### src/hw/exec_isa_pkg.sv
// ------------------------------------------------
// ISA level constants for the execute stage
// Functional unit and micro-op encodings
// Micro-op union, one word decoded per unit
// ------------------------------------------------

package exec_isa_pkg;

    localparam int XLEN      = 32;                      // Data word width
    localparam int MUL_STEPS = XLEN;                    // One multiplier bit per step
    localparam int MUL_CNT_W = $clog2(MUL_STEPS + 1);   // Step counter width
    localparam int SHAMT_W   = $clog2(XLEN);            // Shift amount width

    // One-hot unit select
    typedef enum logic [4:0] {
        FU_ALU = 5'b00001,
        FU_MUL = 5'b00010,
        FU_LSU = 5'b00100,
        FU_CFU = 5'b01000,
        FU_CSR = 5'b10000
    } fu_e;

    typedef enum logic [4:0] {
        ALU_ADD  = 5'd0,
        ALU_SUB  = 5'd1,
        ALU_XOR  = 5'd2,
        ALU_OR   = 5'd3,
        ALU_AND  = 5'd4,
        ALU_SLL  = 5'd5,
        ALU_SRL  = 5'd6,
        ALU_SRA  = 5'd7,
        ALU_SLT  = 5'd8,
        ALU_SLTU = 5'd9
    } alu_op_e;

    typedef enum logic [4:0] {
        MUL_MUL   = 5'd0,   // Low half of product
        MUL_MULHU = 5'd1    // High half, unsigned
    } mul_op_e;

    typedef struct packed {
        logic       load;   // Memory read
        logic       store;  // Memory write
        logic [2:0] size;   // Access size code
    } lsu_op_t;

    // Bits 4:3 group the ops: 00 conditional, 10 jump, 11 resolved branch
    typedef enum logic [4:0] {
        CFU_BEQ       = 5'b00001,
        CFU_BNE       = 5'b00010,
        CFU_BLT       = 5'b00011,
        CFU_BGE       = 5'b00100,
        CFU_BLTU      = 5'b00101,
        CFU_BGEU      = 5'b00110,
        CFU_JAL       = 5'b10001,
        CFU_JALR      = 5'b10010,
        CFU_TAKEN     = 5'b11001,
        CFU_NOT_TAKEN = 5'b11010
    } cfu_op_e;

    typedef union packed {
        alu_op_e alu;       // ALU view
        mul_op_e mul;       // Multiplier view
        lsu_op_t lsu;       // Load/store view
        cfu_op_e cfu;       // Control flow view
    } uop_u;

endpackage

### src/hw/exec_pipe_pkg.sv
// ------------------------------------------------
// Pipeline payloads around the execute stage
// Stage 2 input and stage 3 output structs
// ------------------------------------------------

package exec_pipe_pkg;

    typedef struct packed {
        logic [4:0]                    rd;      // Destination register
        exec_isa_pkg::fu_e             fu;      // Functional unit
        exec_isa_pkg::uop_u            uop;     // Micro-op
        logic [exec_isa_pkg::XLEN-1:0] opr_a;   // Operand A, usually rs1
        logic [exec_isa_pkg::XLEN-1:0] opr_b;   // Operand B, rs2 or immediate
        logic [exec_isa_pkg::XLEN-1:0] opr_c;   // Operand C, store data or target
    } s2_payload_t;

    typedef struct packed {
        logic [4:0]                    rd;      // Destination register
        exec_isa_pkg::fu_e             fu;      // Functional unit
        exec_isa_pkg::uop_u            uop;     // Micro-op, branches resolved
        logic [exec_isa_pkg::XLEN-1:0] opr_a;   // Result or address
        logic [exec_isa_pkg::XLEN-1:0] opr_b;   // Store data, CSR data, high half
    } s3_payload_t;

endpackage

### src/hw/exec_alu.sv
// ------------------------------------------------
// Combinational ALU
// Result plus sum, less-than and equal outputs
// ------------------------------------------------
`timescale 1ns/10ps

module exec_alu (
    input  exec_isa_pkg::uop_u            i_uop,    // Micro-op
    input  exec_isa_pkg::fu_e             i_fu,     // Unit, for compare decode
    input  logic [exec_isa_pkg::XLEN-1:0] i_lhs,    // Left operand
    input  logic [exec_isa_pkg::XLEN-1:0] i_rhs,    // Right operand
    output logic [exec_isa_pkg::XLEN-1:0] o_result, // Selected op result
    output logic [exec_isa_pkg::XLEN-1:0] o_sum,    // Always lhs + rhs
    output logic                          o_lt,     // lhs < rhs
    output logic                          o_eq      // lhs == rhs
);

    logic                               cmp_unsigned;   // Unsigned compare select
    logic [exec_isa_pkg::XLEN:0]        lhs_ext;        // Sign or zero extended
    logic [exec_isa_pkg::XLEN:0]        rhs_ext;
    logic [exec_isa_pkg::XLEN-1:0]      diff;           // lhs - rhs
    logic [exec_isa_pkg::SHAMT_W-1:0]   shamt;          // Shift distance

    // SLTU, BLTU and BGEU compare unsigned
    assign cmp_unsigned =
        (i_fu == exec_isa_pkg::FU_ALU && i_uop.alu == exec_isa_pkg::ALU_SLTU) ||
        (i_fu == exec_isa_pkg::FU_CFU && (i_uop.cfu == exec_isa_pkg::CFU_BLTU ||
                                          i_uop.cfu == exec_isa_pkg::CFU_BGEU));

    // Extra top bit is the sign in signed mode, zero otherwise
    assign lhs_ext = {!cmp_unsigned && i_lhs[exec_isa_pkg::XLEN-1], i_lhs};
    assign rhs_ext = {!cmp_unsigned && i_rhs[exec_isa_pkg::XLEN-1], i_rhs};

    assign o_lt  = $signed(lhs_ext) < $signed(rhs_ext);
    assign o_eq  = i_lhs == i_rhs;
    assign o_sum = i_lhs + i_rhs;           // Also address and JALR target
    assign diff  = i_lhs - i_rhs;
    assign shamt = i_rhs[exec_isa_pkg::SHAMT_W-1:0];

    // ------------------------------------------------
    // Result select
    always_comb begin
        case (i_uop.alu)
            exec_isa_pkg::ALU_ADD:  o_result = o_sum;
            exec_isa_pkg::ALU_SUB:  o_result = diff;
            exec_isa_pkg::ALU_XOR:  o_result = i_lhs ^ i_rhs;
            exec_isa_pkg::ALU_OR:   o_result = i_lhs | i_rhs;
            exec_isa_pkg::ALU_AND:  o_result = i_lhs & i_rhs;
            exec_isa_pkg::ALU_SLL:  o_result = i_lhs << shamt;
            exec_isa_pkg::ALU_SRL:  o_result = i_lhs >> shamt;
            exec_isa_pkg::ALU_SRA:  o_result = $signed(i_lhs) >>> shamt; // Sign fill
            exec_isa_pkg::ALU_SLT,
            exec_isa_pkg::ALU_SLTU: o_result = {{(exec_isa_pkg::XLEN-1){1'b0}}, o_lt};
            default:                o_result = o_sum;
        endcase
    end

endmodule

### src/hw/exec_mul_counter.sv
// ------------------------------------------------
// Multiplier step counter with last-step flag
// ------------------------------------------------
`timescale 1ns/10ps

module exec_mul_counter (
    input  logic g_clk,
    input  logic g_resetn,
    input  logic i_start,   // Load full step count
    input  logic i_step,    // One step taken
    output logic o_last     // Current step is the final one
);

    logic [exec_isa_pkg::MUL_CNT_W-1:0] count;  // Steps remaining

    always_ff @(posedge g_clk) begin
        if (!g_resetn) begin
            count <= '0;
        end else if (i_start) begin
            count <= exec_isa_pkg::MUL_CNT_W'(exec_isa_pkg::MUL_STEPS);
        end else if (i_step && count != '0) begin
            count <= count - 1'b1;
        end
    end

    assign o_last = count == exec_isa_pkg::MUL_CNT_W'(1);

endmodule

### src/hw/exec_mul_datapath.sv
// ------------------------------------------------
// Shift-add multiplier datapath
// One multiplier bit consumed per step
// ------------------------------------------------
`timescale 1ns/10ps

module exec_mul_datapath (
    input  logic                            g_clk,
    input  logic                            g_resetn,
    input  logic                            i_start,    // Load operands
    input  logic                            i_step,     // Add and shift once
    input  logic [exec_isa_pkg::XLEN-1:0]   i_rs1,      // Multiplicand
    input  logic [exec_isa_pkg::XLEN-1:0]   i_rs2,      // Multiplier
    output logic [2*exec_isa_pkg::XLEN-1:0] o_product   // Unsigned product
);

    logic [exec_isa_pkg::XLEN-1:0]   mcand;     // Held multiplicand
    logic [2*exec_isa_pkg::XLEN-1:0] prod;      // Accumulator over multiplier bits
    logic [exec_isa_pkg::XLEN-1:0]   addend;    // Multiplicand or zero
    logic [exec_isa_pkg::XLEN:0]     acc_sum;   // Upper half plus addend, with carry

    assign addend  = prod[0] ? mcand : '0;      // Current multiplier bit
    assign acc_sum = {1'b0, prod[2*exec_isa_pkg::XLEN-1:exec_isa_pkg::XLEN]} + {1'b0, addend};

    always_ff @(posedge g_clk) begin
        if (!g_resetn) begin
            prod <= '0;
        end else if (i_start) begin
            prod <= {{exec_isa_pkg::XLEN{1'b0}}, i_rs2};    // Clear acc, multiplier low
        end else if (i_step) begin
            prod <= {acc_sum, prod[exec_isa_pkg::XLEN-1:1]}; // Carry in at the top
        end
    end

    always_ff @(posedge g_clk) begin
        if (i_start) begin
            mcand <= i_rs1;
        end
    end

    assign o_product = prod;

endmodule

### src/hw/exec_result_mux.sv
// ------------------------------------------------
// Stage 3 payload assembly
// Unit decode, branch resolution, operand select
// ------------------------------------------------
`timescale 1ns/10ps

module exec_result_mux (
    input  exec_pipe_pkg::s2_payload_t      i_s2,           // Stage 2 instruction
    input  logic [exec_isa_pkg::XLEN-1:0]   i_alu_result,   // ALU result
    input  logic [exec_isa_pkg::XLEN-1:0]   i_alu_sum,      // Address / JALR sum
    input  logic                            i_lt,           // Compare less-than
    input  logic                            i_eq,           // Compare equal
    input  logic [2*exec_isa_pkg::XLEN-1:0] i_product,      // Multiplier output
    output exec_pipe_pkg::s3_payload_t      o_s3            // Stage 3 payload
);

    logic                          br_cond;     // Conditional branch op
    logic                          br_taken;    // Condition holds
    logic [exec_isa_pkg::XLEN-1:0] prod_hi;
    logic [exec_isa_pkg::XLEN-1:0] prod_lo;

    assign prod_hi = i_product[2*exec_isa_pkg::XLEN-1:exec_isa_pkg::XLEN];
    assign prod_lo = i_product[exec_isa_pkg::XLEN-1:0];

    // Condition table, lt already unsigned for BLTU/BGEU
    always_comb begin
        br_cond  = 1'b1;
        br_taken = 1'b0;
        case (i_s2.uop.cfu)
            exec_isa_pkg::CFU_BEQ:  br_taken = i_eq;
            exec_isa_pkg::CFU_BNE:  br_taken = !i_eq;
            exec_isa_pkg::CFU_BLT,
            exec_isa_pkg::CFU_BLTU: br_taken = i_lt;
            exec_isa_pkg::CFU_BGE,
            exec_isa_pkg::CFU_BGEU: br_taken = !i_lt;
            default:                br_cond  = 1'b0;    // Jumps keep their uop
        endcase
    end

    always_comb begin
        o_s3.rd    = i_s2.rd;
        o_s3.fu    = i_s2.fu;
        o_s3.uop   = i_s2.uop;
        o_s3.opr_a = '0;
        o_s3.opr_b = '0;
        case (i_s2.fu)
            exec_isa_pkg::FU_ALU: o_s3.opr_a = i_alu_result;
            exec_isa_pkg::FU_MUL: begin
                o_s3.opr_a = (i_s2.uop.mul == exec_isa_pkg::MUL_MULHU) ? prod_hi : prod_lo;
                o_s3.opr_b = prod_hi;                   // High half for both
            end
            exec_isa_pkg::FU_LSU: begin
                o_s3.opr_a = i_alu_sum;                 // Effective address
                o_s3.opr_b = i_s2.opr_c;                // Store data
            end
            exec_isa_pkg::FU_CFU: begin
                if (i_s2.uop.cfu == exec_isa_pkg::CFU_JALR) begin
                    o_s3.opr_a = {i_alu_sum[exec_isa_pkg::XLEN-1:1], 1'b0};
                end else begin
                    o_s3.opr_a = {i_s2.opr_c[exec_isa_pkg::XLEN-1:1], 1'b0};
                end
                if (br_cond) begin
                    o_s3.uop.cfu = br_taken ? exec_isa_pkg::CFU_TAKEN
                                            : exec_isa_pkg::CFU_NOT_TAKEN;
                end
            end
            exec_isa_pkg::FU_CSR: begin
                o_s3.opr_a = i_s2.opr_a;
                o_s3.opr_b = i_s2.opr_c;                // CSR write data
            end
            default: ;
        endcase
    end

endmodule

### src/hw/exec_sequencer.sv
// ------------------------------------------------
// Execute stage sequencer FSM
// Busy, multiplier start/step and register load
// ------------------------------------------------
`timescale 1ns/10ps

module exec_sequencer (
    input  logic              g_clk,
    input  logic              g_resetn,
    input  logic              i_flush,      // Abandon current work
    input  logic              i_s2_valid,   // Instruction presented
    input  exec_isa_pkg::fu_e i_fu,         // Its functional unit
    input  logic              i_mul_last,   // Final multiplier step
    input  logic              i_reg_busy,   // Output register held
    output logic              o_mul_start,  // Load multiplier
    output logic              o_mul_step,   // Step multiplier
    output logic              o_reg_load,   // Capture stage 3 payload
    output logic              o_s2_busy     // Stall upstream
);

    typedef enum logic [1:0] {
        IDLE = 2'd0,    // Waiting for an instruction
        RUN  = 2'd1,    // Multiplier stepping
        DONE = 2'd2     // Product ready, waiting for register
    } state_e;

    state_e state;
    state_e state_nxt;
    logic   is_mul;     // Presented op needs the multiplier

    assign is_mul = i_s2_valid && i_fu == exec_isa_pkg::FU_MUL;

    always_comb begin
        state_nxt   = state;
        o_mul_start = 1'b0;
        o_mul_step  = 1'b0;
        o_reg_load  = 1'b0;
        o_s2_busy   = 1'b1;
        case (state)
            IDLE: begin
                if (is_mul) begin
                    o_mul_start = 1'b1;     // Busy already high
                    state_nxt   = RUN;
                end else begin
                    o_s2_busy  = i_reg_busy;
                    o_reg_load = i_s2_valid && !i_reg_busy;
                end
            end
            RUN: begin
                o_mul_step = 1'b1;
                if (i_mul_last) begin
                    state_nxt = DONE;
                end
            end
            DONE: begin
                o_s2_busy  = i_reg_busy;
                o_reg_load = i_s2_valid && !i_reg_busy;
                if (o_reg_load) begin
                    state_nxt = IDLE;       // Accepted on this edge
                end
            end
            default: state_nxt = IDLE;
        endcase
        if (i_flush) begin
            state_nxt = IDLE;
        end
    end

    always_ff @(posedge g_clk) begin
        if (!g_resetn) begin
            state <= IDLE;
        end else begin
            state <= state_nxt;
        end
    end

endmodule

### src/hw/exec_stage_reg.sv
// ------------------------------------------------
// Stage 3 pipeline register
// Valid/busy handshake with flush
// ------------------------------------------------
`timescale 1ns/10ps

module exec_stage_reg (
    input  logic                       g_clk,
    input  logic                       g_resetn,
    input  logic                       i_flush,     // Drop held payload
    input  logic                       i_load,      // Capture new payload
    input  exec_pipe_pkg::s3_payload_t i_data,      // Payload in
    output logic                       o_busy,      // Held and not draining
    output logic                       o_valid,     // Payload offered
    output exec_pipe_pkg::s3_payload_t o_data,      // Payload out
    input  logic                       i_s3_busy    // Downstream stall
);

    always_ff @(posedge g_clk) begin
        if (!g_resetn) begin
            o_valid <= 1'b0;
        end else if (i_flush) begin
            o_valid <= 1'b0;
        end else if (i_load) begin
            o_valid <= 1'b1;
        end else if (!i_s3_busy) begin
            o_valid <= 1'b0;                // Payload left
        end
    end

    always_ff @(posedge g_clk) begin
        if (i_load) begin
            o_data <= i_data;
        end
    end

    assign o_busy = o_valid && i_s3_busy;

endmodule

### src/hw/exec_stage_top.sv
// ------------------------------------------------
// Execute stage top level
// ALU, multiplier, sequencer, mux and register
// ------------------------------------------------
`timescale 1ns/10ps

module exec_stage_top (
    input  logic                       g_clk,
    input  logic                       g_resetn,
    input  logic                       i_flush,
    input  logic                       i_s2_valid,
    input  exec_pipe_pkg::s2_payload_t i_s2,
    output logic                       o_s2_busy,
    output logic                       o_s3_valid,
    output exec_pipe_pkg::s3_payload_t o_s3,
    input  logic                       i_s3_busy
);

    logic [exec_isa_pkg::XLEN-1:0]   alu_result;
    logic [exec_isa_pkg::XLEN-1:0]   alu_sum;
    logic                            alu_lt;
    logic                            alu_eq;
    logic [2*exec_isa_pkg::XLEN-1:0] mul_product;
    logic                            mul_start;
    logic                            mul_step;
    logic                            mul_last;
    logic                            reg_load;
    logic                            reg_busy;
    exec_pipe_pkg::s3_payload_t      s3_next;   // Payload into register

    exec_alu alu_i (
        .i_uop    (i_s2.uop),
        .i_fu     (i_s2.fu),
        .i_lhs    (i_s2.opr_a),
        .i_rhs    (i_s2.opr_b),
        .o_result (alu_result),
        .o_sum    (alu_sum),
        .o_lt     (alu_lt),
        .o_eq     (alu_eq)
    );

    exec_mul_datapath mul_dp_i (
        .g_clk     (g_clk),
        .g_resetn  (g_resetn),
        .i_start   (mul_start),
        .i_step    (mul_step),
        .i_rs1     (i_s2.opr_a),
        .i_rs2     (i_s2.opr_b),
        .o_product (mul_product)
    );

    exec_mul_counter mul_cnt_i (
        .g_clk    (g_clk),
        .g_resetn (g_resetn),
        .i_start  (mul_start),
        .i_step   (mul_step),
        .o_last   (mul_last)
    );

    exec_sequencer seq_i (
        .g_clk       (g_clk),
        .g_resetn    (g_resetn),
        .i_flush     (i_flush),
        .i_s2_valid  (i_s2_valid),
        .i_fu        (i_s2.fu),
        .i_mul_last  (mul_last),
        .i_reg_busy  (reg_busy),
        .o_mul_start (mul_start),
        .o_mul_step  (mul_step),
        .o_reg_load  (reg_load),
        .o_s2_busy   (o_s2_busy)
    );

    exec_result_mux mux_i (
        .i_s2         (i_s2),
        .i_alu_result (alu_result),
        .i_alu_sum    (alu_sum),
        .i_lt         (alu_lt),
        .i_eq         (alu_eq),
        .i_product    (mul_product),
        .o_s3         (s3_next)
    );

    exec_stage_reg stage_reg_i (
        .g_clk     (g_clk),
        .g_resetn  (g_resetn),
        .i_flush   (i_flush),
        .i_load    (reg_load),
        .i_data    (s3_next),
        .o_busy    (reg_busy),
        .o_valid   (o_s3_valid),
        .o_data    (o_s3),
        .i_s3_busy (i_s3_busy)
    );

endmodule

### config.mk
export PLATFORM = sky130hd
export DESIGN_NAME = exec_stage_top
export DESIGN_NICKNAME = d
export VERILOG_FILES = /design/src/hw/exec_isa_pkg.sv /design/src/hw/exec_pipe_pkg.sv /design/src/hw/exec_alu.sv /design/src/hw/exec_mul_counter.sv /design/src/hw/exec_mul_datapath.sv /design/src/hw/exec_result_mux.sv /design/src/hw/exec_sequencer.sv /design/src/hw/exec_stage_reg.sv /design/src/hw/exec_stage_top.sv
export SDC_FILE = /design/constraint.sdc
export NUM_CORES = 1
export LEC_CHECK = 0
export ABC_AREA = 1
export BUFFER_PORTS_ARGS = -buffer_cell sky130_fd_sc_hd__buf_4
export CAP_MARGIN = 20
export CORE_MARGIN = 1.5
export CORE_UTILIZATION = 25
export CTS_CLUSTER_DIAMETER = 120
export DETAILED_ROUTE_END_ITERATION = 8
export REMOVE_ABC_BUFFERS = 1
export SETUP_SLACK_MARGIN = 0.02
export SKIP_LAST_GASP = 1
export SLEW_MARGIN = 20
export SYNTH_ARGS = -nofsm -noshare
export SYNTH_HDL_FRONTEND = slang
export SYNTH_HIERARCHICAL = 1
export SYNTH_SLANG_ARGS = --single-unit
### constraint.sdc
create_clock -name g_clk -period 5 [get_ports g_clk]
set_clock_uncertainty 0.1 [all_clocks]
set_input_delay 0 -clock g_clk [delete_from_list [all_inputs] [get_ports g_clk]]
set_output_delay 0 -clock g_clk [all_outputs]
set_load 0.05 [all_outputs]
==> results.md <==
- DRT Pass-1 Iters: 8
- Crit path kind: input port to register
- Row Count: 107
- Max Cap Violations: 0
- CP top delay family: simple AND/OR/NAND/NOR gates
- R2R Setup Slk: 1.87 ns
- Synthesized cell area: 21,520 sq um
- Register area share after synthesis: 22.28%
- Post-DP HPWL: 83,000 um
- WP buf/inv: 6
- Final instance area: 25,800 sq um
- Total gr overflow: 0
- # H-tree levels: 4
- Critical path depth in cells: 16
- Setup crit end: stage_reg_i/o_data[64]
- Die Wd: 296.4 um
- Initial antenna violation count: 1
- Most frequent CP cell: inv_1
- Total GRT Usage: 23.34%
- Clk_lat worst skew: 0.50 ns
- Avg Cell Area, Syn: 6.039 sq um
- Final #Nets: 4,040
- Slowest CP cell: nor4_1
- I/O Pins: 197
- Vias: 24,910
- Final Wtd Congestion: 1.036
- Synth async-reset ratio: 0%
- Share of cells above drive strength 1: 9.311%
- Final hold violations: 0
- Worst setup path startpoint: i_s2[36]
- Outcome: finished, final reports clean
- Crit end category: register
- Starting Density: 25.24%
- Final Max Slew Viols: 0
- Seq cells post-synth: 184
- Syn-to-layout area delta: 19.88%
- CTS clk-pin slew, worst paths: 0.08 ns
- Reg2Reg Depth: 10
- Netlist cell types: 62
- R2r startpoint: seq_i/state[0]
- CP cell instances: dlygate4sd3_1 -> buf_4 -> clkinv_1 -> ha_1 -> nor2_1 -> inv_1 -> nor3_1 -> nand4_1 -> nor4_1 -> inv_1 -> nand4_1 -> nand3_1 -> nor2_1 -> nand2_1 -> nand2_1 -> inv_1
- Slew HR: 27.29%
- Worst VDD drop: 269.5 uV
- Post-layout min period: 3.612 ns
- Clk buf depth: 2
- Crit path launch type: input port
- Worst EP required: 5.16 ns
- Cell area power density: 192.6 nW/um^2
- Crit Reg-Reg Endpoint: mul_dp_i/o_product[16]
- Final period util: 72.25%
- Worst Slack Setup Final: 1.388 ns
- YS warnings: 6
- Setup Viol. Count Final: 0
- Vias in the first global route: 23,190
- Filler cells: 9,540
- IO buf count: 196
- Worst Path Max Fanout: 32
- RSZ-0062 raised after global routing: no
- Number of vias per cell: 5.036
- Placed insts: 4,770
- CTS sink cnt: 184
- Number of remaining DRC errors: 0
- Setup TNS: 0 ns
- Top FF cell, synth: edfxtp_1
- Pre-CTS setup slack: 1.381 ns
- Tot Pwr: 0.004969 W
- Total CTS buffers: 17
- Post-route insts no fill: 4,946
- Per-cell routed wire length: 21.11 um
- Die Y: 296.4 um
- Hold Path Class: input port to register
- Global-route wire length before repair: 151,700 um
- Root Buffer: clkbuf_16
- Post-synth EDFFs: 111
- DR iter-0 viols: 2,491
- Static leakage: 12.71 nW
- Area of placed instances: 23,740 sq um
- Post-CTS Resized: 0
- Hold Crit Start: i_s2[32]
- CTS tree: yes
- Die footprint: 87,860 sq um
- Crit path DAT: 3.77 ns
- Routed wire length: 104,400 um
- Mapped Cells: 3,564
- Final ANT Viol Nets: 0
- Slowest stage delay, CP: 0.62 ns
- Fmax: 276.8 MHz
- Core area: 85,280 sq um
- Pin count of the biggest net entering global routing: 72
- Inserted Diodes: 0
- Tightest Pin Transition: 1.079 ns
==> synth_stat cells, types with 5 or more instances <==
cell type / instances / share of area (%)
nand2_1: 1040 / 18
inv_1: 519 / 9.1
nand3_1: 371 / 8.6
nor2_1: 350 / 6.1
a21oi_1: 195 / 4.5
o21ai_0: 138 / 3.2
ha_1: 132 / 7.7
edfxtp_1: 111 / 15
buf_2: 73 / 1.7
dfxtp_1: 73 / 6.8
nor3_1: 55 / 1.3
o221ai_1: 44 / 1.8
nand4_1: 41 / 1.2
o21ai_1: 40 / 0.93
clkbuf_1: 39 / 0.68
o22ai_1: 37 / 1.1
o211ai_1: 36 / 1.3
xor2_1: 32 / 1.3
buf_4: 19 / 0.66
nor2_2: 14 / 0.41
o211ai_2: 14 / 0.81
and2_1: 13 / 0.38
inv_2: 13 / 0.23
o21a_1: 13 / 0.45
nand2_2: 12 / 0.35
buf_1: 11 / 0.19
buf_6: 11 / 0.58
nand3_2: 11 / 0.51
nor2_4: 11 / 0.58
o21bai_1: 9 / 0.31
a221oi_1: 8 / 0.33
nand3b_1: 7 / 0.24
a21o_1: 5 / 0.17
nand3_4: 5 / 0.41
nor4_1: 5 / 0.15
==> sequential cells by signal (all words and copies together), names as in the netlist <==
| register | cells |
|---|---|
| mul_cnt_i/count | 6 |
| mul_dp_i/mcand | 32 |
| mul_dp_i/o_product | 64 |
| seq_i/state | 2 |
| stage_reg_i/o_data | 79 |
| stage_reg_i/o_valid | 1 |
==> final cells by class <==
| cell class | count | area [sq um] | area share, % |
|---|---|---|---|
| Tap cell | 1144 | 1431 | 5.548 |
| Inverter | 540 | 2041 | 7.909 |
| Multi-Input combinational cell | 2680 | 13800 | 53.48 |
| Sequential cell | 184 | 4795 | 18.58 |
| Clock inverter | 12 | 168.9 | 0.6547 |
| Timing Repair Buffer | 366 | 3120 | 12.09 |
| Clock buffer | 20 | 446.7 | 1.731 |
==> cells by family (layout without fill, tap and decap cells) <==
family | count (synthesis) | in the layout | share of synthesized area (%)
muxes | 3 | 3 | 0.1395
DFF | 184 | 184 | 22.28
buffers and inverters | 700 | 938 | 13.67
adders and majority gates | 135 | 135 | 7.953
and+or+nand+nor | 1952 | 1952 | 39.08
AOI/OAI and AO/OA | 556 | 556 | 15.49
xor gates and xnor gates | 34 | 34 | 1.384
==> timing repair <==
item                      4_1_cts  5_1_grt
hold endpoints to repair      159        0
hold buffers                  144        0
setup buffers                   0        0
==> power by group <==
part	leakage (nW)	total (W)	switching (W)	internal, W
registers	1.67	0.00169	0.0000244	0.00166
logic	10.8	0.00179	0.00126	0.000523
clock network	0.287	0.00149	0.000686	0.000808
total	12.7	0.00497	0.00198	0.00299
==> per-stage QoR <==
stage	hold WS, ns	util (%)
floorplan	-0.002369	-
finish	0.1130	30.25
global route	0.1029	30.25
detailed placement	0.07977	27.84
CTS	0.05518	30.25
global placement	0.07827	27.84
==> worst reg2reg max path: cells and delay by family (launching register included) <==
kind,cells,cell delay (ns)
buf+inv,5,1.50
simple gates,4,0.93
flops,1,0.33
compound gates,1,0.21
==> placed cells by master, fill, tap and decap left out, types with 36 or more instances in the layout <==
cell type and n:
nand2_1 1040, inv_1 516, nand3_1 371, nor2_1 349, buf_4 221, a21oi_1 195
dlygate4sd3_1 144, o21ai_0 138, ha_1 132, edfxtp_1 111, dfxtp_1 73, nor3_1 55
o221ai_1 44, nand4_1 41, o21ai_1 40, o22ai_1 37, o211ai_1 36
==> layer usage <==
metal  vias to the layer above  global-route usage (%)  part of all wire [%]
li1                      12040                       -                     -
met1                     11650                   31.39                    43
met2                      1087                   38.07                    46
met3                       134                   3.258                   7.7
met4                         0                   8.001                   3.1
met5                         -                       0                     0
==> worst min path at each step <==
stage,end,slack (ns),depth (start not counted)
6_report,mul_dp_i/o_product[0],0.11,3
5_1_grt,mul_dp_i/o_product[0],0.10,3
4_1_cts,mul_dp_i/o_product[0],0.06,3
3_5_place_dp,stage_reg_i/o_data[77],0.08,1
3_3_place_gp,stage_reg_i/o_data[78],0.08,1
2_1_floorplan,mul_cnt_i/count[5],-0.002,2
(Power assumes the default switching activity.)
